[config.mk]
export PLATFORM = sky130hd
export DESIGN_NAME = oooCore
export DESIGN_NICKNAME = d
export VERILOG_FILES = /design/src/logic/oooPkg.sv /design/src/logic/aluPipe.sv /design/src/logic/aluStation.sv /design/src/logic/oooCore.sv /design/src/logic/renameTable.sv /design/src/logic/reorderBuffer.sv
export SDC_FILE = /design/constraint.sdc
export NUM_CORES = 2
export LEC_CHECK = 0
export BUFFER_PORTS_ARGS = -buffer_cell sky130_fd_sc_hd__buf_2
export CORE_MARGIN = 3
export CORE_UTILIZATION = 45
export DETAILED_ROUTE_END_ITERATION = 12
export PLACE_DENSITY = 0.67
export SYNTH_ARGS = -nofsm -noshare
export SYNTH_HDL_FRONTEND = slang
export SYNTH_SLANG_ARGS = --single-unit
[constraint.sdc]
create_clock -name clk -period 5.9 [get_ports clk]
set_input_delay 0.295 -clock clk [delete_from_list [all_inputs] [get_ports clk]]
set_output_delay 0.295 -clock clk [all_outputs]
set_load 0.02 [all_outputs]
[src/logic/oooPkg.sv]
// widths, sizes, ALU operation enum and the structs passed between back end blocks
`default_nettype none

package oooPkg;

  // data value
  typedef logic [31:0] word;
  // architectural register number, register 0 reads as zero
  typedef logic [3:0] regIdx;
  // reorder buffer entry number, doubles as the rename tag
  typedef logic [2:0] robTag;

  // sizes
  localparam int robDepth = 8;
  localparam int stationDepth = 4;
  localparam int regCount = 16;

  // ALU operations
  typedef enum logic [2:0] {
    opAdd,
    opSub,
    opAnd,
    opOr,
    opXor,
    opSll,
    opSrl,
    opSlt
  } aluOp;

  // instruction as it arrives at dispatch
  typedef struct packed {
    aluOp op;
    regIdx rd;
    regIdx rs1;
    regIdx rs2;
    logic useImm;
    word imm;
  } dispatchReq;

  // captured value, or the tag that will produce it
  typedef struct packed {
    logic ready;
    robTag tag;
    word value;
  } operand;

  // one broadcast on the common data bus
  typedef struct packed {
    logic valid;
    robTag tag;
    word value;
  } cdbMsg;

  // one retired instruction
  typedef struct packed {
    logic valid;
    regIdx rd;
    word value;
  } commitMsg;

  // station to ALU
  typedef struct packed {
    logic valid;
    aluOp op;
    word srcA;
    word srcB;
    robTag tag;
  } issueReq;

endpackage

`default_nettype wire

[src/logic/aluPipe.sv]
// two-stage ALU pipeline driving the common data bus
`timescale 1ns/10ps
`default_nettype none

module aluPipe import oooPkg::*; (
  input  logic    clk,
  input  logic    arstN,
  input  issueReq issue,
  output cdbMsg   cdb
);

  // first stage request
  issueReq s1;
  word result;

  always_comb begin
    case (s1.op)
      opAdd:   result = s1.srcA + s1.srcB;
      opSub:   result = s1.srcA - s1.srcB;
      opAnd:   result = s1.srcA & s1.srcB;
      opOr:    result = s1.srcA | s1.srcB;
      opXor:   result = s1.srcA ^ s1.srcB;
      // shift amount from low five bits
      opSll:   result = s1.srcA << s1.srcB[4:0];
      opSrl:   result = s1.srcA >> s1.srcB[4:0];
      opSlt:   result = {31'b0, $signed(s1.srcA) < $signed(s1.srcB)};
      default: result = '0;
    endcase
  end

  always_ff @(posedge clk or negedge arstN) begin
    if (!arstN) begin
      s1 <= '0;
      cdb <= '0;
    end else begin
      s1 <= issue;
      // second stage puts the result on the bus
      cdb.valid <= s1.valid;
      cdb.tag <= s1.tag;
      cdb.value <= result;
    end
  end

endmodule

`default_nettype wire

[src/logic/aluStation.sv]
// ALU reservation station with operand capture, bus wakeup and oldest-ready select
`timescale 1ns/10ps
`default_nettype none

module aluStation import oooPkg::*; (
  input  logic    clk,
  input  logic    arstN,
  input  logic    dispatchFire,
  input  aluOp    op,
  input  operand  srcA,
  input  operand  srcB,
  input  robTag   allocTag,
  input  cdbMsg   cdb,
  output logic    stationFull,
  output issueReq issue
);

  localparam int slotBits = $clog2(stationDepth);

  logic [stationDepth-1:0] slotValid;
  aluOp slotOp [stationDepth];
  operand slotA [stationDepth];
  operand slotB [stationDepth];
  robTag slotTag [stationDepth];
  // bit j set when slot j was accepted before this slot
  logic [stationDepth-1:0] older [stationDepth];

  // both operands present
  logic [stationDepth-1:0] slotReady;
  logic [slotBits-1:0] freeSlot;
  logic [slotBits-1:0] issueSlot;
  logic issueHit;

  // capture a broadcast value into a waiting operand
  function automatic operand wake(operand o, cdbMsg c);
    operand r;
    r = o;
    if (!o.ready && c.valid && c.tag == o.tag) begin
      r.ready = 1'b1;
      r.value = c.value;
    end
    return r;
  endfunction

  assign stationFull = &slotValid;

  always_comb begin
    for (int i = 0; i < stationDepth; i++) begin
      slotReady[i] = slotValid[i] && slotA[i].ready && slotB[i].ready;
    end
  end

  // lowest free slot
  always_comb begin
    freeSlot = '0;
    for (int i = stationDepth - 1; i >= 0; i--) begin
      if (!slotValid[i]) freeSlot = slotBits'(i);
    end
  end

  // ready slot with no older ready slot
  always_comb begin
    issueHit = 1'b0;
    issueSlot = '0;
    for (int i = 0; i < stationDepth; i++) begin
      if (slotReady[i] && (slotReady & older[i]) == '0) begin
        issueHit = 1'b1;
        issueSlot = slotBits'(i);
      end
    end
  end

  always_comb begin
    issue.valid = issueHit;
    issue.op = slotOp[issueSlot];
    issue.srcA = slotA[issueSlot].value;
    issue.srcB = slotB[issueSlot].value;
    issue.tag = slotTag[issueSlot];
  end

  always_ff @(posedge clk or negedge arstN) begin
    if (!arstN) begin
      slotValid <= '0;
    end else begin
      if (issueHit) slotValid[issueSlot] <= 1'b0;
      if (dispatchFire) slotValid[freeSlot] <= 1'b1;
    end
  end

  always_ff @(posedge clk) begin
    // wakeup of waiting operands
    for (int i = 0; i < stationDepth; i++) begin
      slotA[i] <= wake(slotA[i], cdb);
      slotB[i] <= wake(slotB[i], cdb);
    end
    if (dispatchFire) begin
      // newcomer is younger than everything present
      for (int i = 0; i < stationDepth; i++) begin
        older[i][freeSlot] <= 1'b0;
      end
      older[freeSlot] <= slotValid;
      slotOp[freeSlot] <= op;
      slotTag[freeSlot] <= allocTag;
      // same-cycle broadcast caught on the way in
      slotA[freeSlot] <= wake(srcA, cdb);
      slotB[freeSlot] <= wake(srcB, cdb);
    end
  end

endmodule

`default_nettype wire

[src/logic/oooCore.sv]
// back end top level with dispatch port, rename, ROB, ALU station, ALU pipe and commit port
`timescale 1ns/10ps
`default_nettype none

module oooCore import oooPkg::*; (
  input  logic       clk,
  input  logic       arstN,
  input  logic       dispatchValid,
  input  dispatchReq dispatch,
  output logic       dispatchReady,
  output commitMsg   commit
);

  logic dispatchFire;
  logic robFull;
  logic stationFull;
  robTag allocTag;
  robTag queryTagA;
  robTag queryTagB;
  robTag commitTag;
  operand queryA;
  operand queryB;
  operand srcA;
  operand srcB;
  cdbMsg cdb;
  issueReq issue;

  // ready from state only
  assign dispatchReady = !robFull && !stationFull;
  assign dispatchFire = dispatchValid && dispatchReady;

  renameTable rename (
    .clk          (clk),
    .arstN        (arstN),
    .dispatchFire (dispatchFire),
    .dispatch     (dispatch),
    .allocTag     (allocTag),
    .queryTagA    (queryTagA),
    .queryTagB    (queryTagB),
    .queryA       (queryA),
    .queryB       (queryB),
    .srcA         (srcA),
    .srcB         (srcB),
    .commit       (commit),
    .commitTag    (commitTag)
  );

  reorderBuffer rob (
    .clk          (clk),
    .arstN        (arstN),
    .dispatchFire (dispatchFire),
    .rd           (dispatch.rd),
    .allocTag     (allocTag),
    .robFull      (robFull),
    .queryTagA    (queryTagA),
    .queryTagB    (queryTagB),
    .queryA       (queryA),
    .queryB       (queryB),
    .cdb          (cdb),
    .commit       (commit),
    .commitTag    (commitTag)
  );

  aluStation station (
    .clk          (clk),
    .arstN        (arstN),
    .dispatchFire (dispatchFire),
    .op           (dispatch.op),
    .srcA         (srcA),
    .srcB         (srcB),
    .allocTag     (allocTag),
    .cdb          (cdb),
    .stationFull  (stationFull),
    .issue        (issue)
  );

  aluPipe pipe (
    .clk   (clk),
    .arstN (arstN),
    .issue (issue),
    .cdb   (cdb)
  );

endmodule

`default_nettype wire

[src/logic/renameTable.sv]
// architectural register file and register status table with dispatch operand lookup
`timescale 1ns/10ps
`default_nettype none

module renameTable import oooPkg::*; (
  input  logic       clk,
  input  logic       arstN,
  input  logic       dispatchFire,
  input  dispatchReq dispatch,
  input  robTag      allocTag,
  output robTag      queryTagA,
  output robTag      queryTagB,
  input  operand     queryA,
  input  operand     queryB,
  output operand     srcA,
  output operand     srcB,
  input  commitMsg   commit,
  input  robTag      commitTag
);

  // committed register values
  word regFile [regCount];
  // register waits on an in-flight result
  logic [regCount-1:0] busy;
  // youngest producer of each busy register
  robTag tagOf [regCount];
  // dispatch renames the register that is committing
  logic renameHit;

  // busy registers ask the buffer for the producing entry
  assign queryTagA = tagOf[dispatch.rs1];
  assign queryTagB = tagOf[dispatch.rs2];

  // register file, or the buffer's answer when busy
  function automatic operand lookup(regIdx r, operand fromRob);
    operand o;
    o.ready = 1'b1;
    o.tag = '0;
    o.value = regFile[r];
    if (r == '0) begin
      o.value = '0;
    end else if (busy[r]) begin
      o = fromRob;
    end
    return o;
  endfunction

  always_comb begin
    srcA = lookup(dispatch.rs1, queryA);
    srcB = lookup(dispatch.rs2, queryB);
    // immediate replaces the second register
    if (dispatch.useImm) begin
      srcB.ready = 1'b1;
      srcB.tag = '0;
      srcB.value = dispatch.imm;
    end
  end

  assign renameHit = dispatchFire && (dispatch.rd == commit.rd);

  always_ff @(posedge clk or negedge arstN) begin
    if (!arstN) begin
      busy <= '0;
      for (int i = 0; i < regCount; i++) begin
        regFile[i] <= '0;
      end
    end else begin
      // retire into the register file, register 0 stays zero
      if (commit.valid && commit.rd != '0) begin
        regFile[commit.rd] <= commit.value;
      end
      // free only if no younger producer took the register
      if (commit.valid && busy[commit.rd] && tagOf[commit.rd] == commitTag && !renameHit) begin
        busy[commit.rd] <= 1'b0;
      end
      if (dispatchFire && dispatch.rd != '0) begin
        busy[dispatch.rd] <= 1'b1;
      end
    end
  end

  // tag is only meaningful while busy
  always_ff @(posedge clk) begin
    if (dispatchFire && dispatch.rd != '0) begin
      tagOf[dispatch.rd] <= allocTag;
    end
  end

endmodule

`default_nettype wire

[src/logic/reorderBuffer.sv]
// circular reorder buffer with in-order allocate and commit, bus capture and operand lookup
`timescale 1ns/10ps
`default_nettype none

module reorderBuffer import oooPkg::*; (
  input  logic     clk,
  input  logic     arstN,
  input  logic     dispatchFire,
  input  regIdx    rd,
  output robTag    allocTag,
  output logic     robFull,
  input  robTag    queryTagA,
  input  robTag    queryTagB,
  output operand   queryA,
  output operand   queryB,
  input  cdbMsg    cdb,
  output commitMsg commit,
  output robTag    commitTag
);

  // per entry destination, result and completion
  regIdx entRd [robDepth];
  word entVal [robDepth];
  logic [robDepth-1:0] entDone;

  // oldest entry
  robTag head;
  // next free entry
  robTag tail;
  // occupied entries, 0 to 8
  logic [3:0] count;
  logic commitFire;

  assign allocTag = tail;
  assign robFull = (count == 4'(robDepth));

  // head retires once its result is in
  assign commitFire = (count != '0) && entDone[head];
  assign commitTag = head;

  always_comb begin
    commit.valid = commitFire;
    commit.rd = entRd[head];
    commit.value = entVal[head];
  end

  // operand answers for busy registers
  always_comb begin
    queryA.ready = entDone[queryTagA];
    queryA.tag = queryTagA;
    queryA.value = entVal[queryTagA];
    queryB.ready = entDone[queryTagB];
    queryB.tag = queryTagB;
    queryB.value = entVal[queryTagB];
  end

  always_ff @(posedge clk or negedge arstN) begin
    if (!arstN) begin
      head <= '0;
      tail <= '0;
      count <= '0;
      entDone <= '0;
    end else begin
      // result arrives on the bus
      if (cdb.valid) begin
        entDone[cdb.tag] <= 1'b1;
      end
      // new entry starts incomplete
      if (dispatchFire) begin
        entDone[tail] <= 1'b0;
        tail <= tail + 3'd1;
      end
      if (commitFire) begin
        entDone[head] <= 1'b0;
        head <= head + 3'd1;
      end
      // net occupancy change
      count <= count + 4'(dispatchFire) - 4'(commitFire);
    end
  end

  // payload without reset
  always_ff @(posedge clk) begin
    if (dispatchFire) begin
      entRd[tail] <= rd;
    end
    if (cdb.valid) begin
      entVal[cdb.tag] <= cdb.value;
    end
  end

endmodule

`default_nettype wire

==> impl_metrics.tcl <==
set metrics [dict create \
    status "complete, no violations" \
    fin_tns_setup_ps 0 \
    internal_power_mw 22.8 \
    ant_nets 0 \
    ctsHoldBuffers 9 \
    hold_viol 0 \
    path_clk_slew_ps 60 \
    post-cts-setup-buffers 0 \
    yosysTopAreaCell "edfxtp_1" \
    drive_above_1_share_pct 18.1 \
    grt_pass1_wl_um 330000 \
    met1_usage_pct 36.5 \
    met3_usage_pct 5.61 \
    viasPerCell 6.30 \
    p_leak_nw 30.8 \
    async_flop_share_pct 49.7 \
    holdWs_ps 17.7 \
    routed_wl_um 219000 \
    crit_required_ps 6530 \
    syn_area_mm2 0.0719 \
    holdCritPathClass "in -> async" \
    cts_buffers 143 \
    pwr-share-seq_pct 39.2 \
    nNetsFinal 6398 \
    drt-wirelength-per-cell_um 26.0 \
    synth-edff-count 656 \
    synth-main-ff-cell "dfrtp_1" \
    clk_latency_ps 790 \
    fp-row-count 146 \
    switching_share_pct 37.9 \
    grt_use_met2_pct 41.4 \
    synth_top_area_share_pct 27.4 \
    p_per_area_mw_per_mm2 463 \
    max_cap_viol_count 0 \
    vdd_drop_max_uv 430 \
    drc_errors 0 \
    grt_overflow 0 \
    place_congestion 0.988 \
    grt-busiest-layer "met2" \
    cts_tree "done" \
    dieArea_mm2 0.165 \
    cts_resized 0 \
    synth.most_common_cell "nand2_1" \
    root_buffer "clkbuf_16" \
    core_area_mm2 0.159 \
    grt_pass1_vias 52000 \
    fin_skew_ps 30.1 \
    worstSetupPathType "reg -> reg" \
    clock.fmax_mhz 222 \
    slew_viol_final 0 \
    cp-start-kind "register" \
    dr.pass1.iters 6 \
    crit_fanout 8 \
    tightest_slew_ps 1280 \
    grt_max_degree 171 \
    end_kind "register" \
    clock_path_buffers 3 \
    avgSynthCellArea_um2 11.3 \
    io-pin-count 89 \
    comb_power_share_pct 36.6 \
    gr-usage-all-layers_pct 26.5 \
    synth_seq_cells 1321 \
    netSwitchingPower_mw 13.9 \
    clockPowerShare_pct 24.2 \
    die_w_um 406 \
    yosysWarnings 0 \
    syn_to_final_growth_pct 10.2 \
    htreeDepth 4 \
    rsz0062_at_grt "false" \
    setup_viol 0 \
    synth_cell_type_count 83 \
    start_util_pct 45.4 \
    ys_top_cells_by_count "nand2_1, o21ai_0, dfrtp_1, edfxtp_1, mux4_2" \
    antenna_found_initial 16 \
    synth.yosys.seq_area_share_pct 50.5 \
    nFillCells 13700 \
    syn_inst 6372 \
    post-route-min-period_ps 4490 \
    route.vias.total 53200 \
    port-buffer-count 88 \
    hpwl_um 143000 \
    worstPathArrival_ps 5130 \
    cts_sinks 1321 \
    chipHeight_um 406 \
    maxSlewHeadroom_pct 14.1 \
    period_share_pct 76.2 \
    drt-initial-drc-count 6381 \
    synthTopCellsByArea "edfxtp_1, dfrtp_1, mux4_2" \
]
## layout make-up
class                      count  area (um2)  share of cell area [%]
sequential                  1321       36300                    45.8
multi-input combinational   4345       33200                    41.9
clock buffer                 193        3960                    5.00
tap                         2072        2590                    3.27
timing repair buffer         256        1880                    2.37
inverter                     172         647                   0.816
clock inverter                68         641                   0.808
antenna                        7        17.5                  0.0221
## cell usage in the layout, fill, tap and decap left out, types with 34 or more instances in the layout
cell type  count
a221oi_1      36
a21oi_1      384
o21ai_1      123
buf_2         82
dfrtp_1      649
mux2_2       151
edfxtp_1     656
buf_4        151
o21ai_0      733
a31oi_1       47
nor2b_1       70
inv_1        163
nor2_1       262
mux4_2       467
nand2_1     1121
mux2i_1      232
a211oi_1      55
xnor2_1       44
ha_1         105
nand3_1       51
clkbuf_1      34
clkbuf_16    146
## power groups by stage
| stage | Combinational [mW] | Sequential, mW | Clock (mW) |
|---|---|---|---|
| 2_1_floorplan | 9.25 | 13.5 | 0 |
| 3_3_place_gp | 12.9 | 14.3 | 0 |
| 3_5_place_dp | 13.2 | 14.5 | 0 |
| 4_1_cts | 13.3 | 14.3 | 8.99 |
| 5_1_grt | 14.6 | 14.6 | 9.38 |
| 6_report | 13.4 | 14.4 | 8.89 |
## metal layers
layer	share of wire, %	vias to the layer above
met5	0.0059	-
met4	3.9	2
met3	9.8	559
met2	47	2877
met1	40	26500
li1	-	23300
## path summary, 6_finish.rpt
kind                                              to  cells past startpoint  slack [ps]    startpoint
worst max-delay path                    pipe.cdb[31]                     12        1410   pipe.s1[53]
worst min-delay path             rename.regFile[146]                      2          20         arstN
worst max register to register          pipe.cdb[31]                     12        1410   pipe.s1[53]
worst min register to register          pipe.cdb[32]                      0         350    pipe.s1[0]
max in group asynchronous           rob.commitTag[2]                      3        4310         arstN
min in group clk                station.slotB[1][31]                      4         120  dispatch[31]
## sequential cells by signal, summed over array words and instances (netlist names), 32 cells and up
name            flops
station.slotB     144
pipe.cdb           36
rename.regFile    512
pipe.s1            71
rob.entRd          32
station.slotA     144
rename.tagOf       48
rob.entVal        256
## kinds of logic (layout without fill, tap and decap cells)
| family | after synthesis | after routing | synth area share, % |
|---|---|---|---|
| mux | 860 | 860 | 20.4 |
| simple gates | 1684 | 1684 | 9.69 |
| fa+ha+maj | 108 | 108 | 1.91 |
| flops | 1321 | 1321 | 50.5 |
| buf+inv | 712 | 689 | 3.91 |
| xor+xnor | 62 | 62 | 0.755 |
| compound gates | 1624 | 1624 | 12.9 |
| other cells | 1 | 14 | 0.00521 |
## through the flow
stage	setup WS, ps	instance area (um2)	utilization [%]	cells	power (mW)
after detailed placement	1420	74600	47.0	8157	27.7
after global routing	1220	79300	50.0	8431	38.6
after floorplan	842	71900	-	6378	22.8
after global placement	1490	74600	47.0	8157	27.2
after CTS	1370	79300	50.0	8427	36.6
final	1410	79300	50.0	8434	36.7
## worst max-delay path, cell delays in order, from the launching register on
cell and delay [ps]:
dfrtp_1 640, inv_1 180, ha_1 440, and4_1 390, nand4_1 210, a211oi_1 680
nand4b_1 310, nand2_1 150, a221oi_1 380, o21ai_0 150, a221oi_1 340, xnor2_1 110
o21ai_1 360
Power figures use the tool's default switching activity.
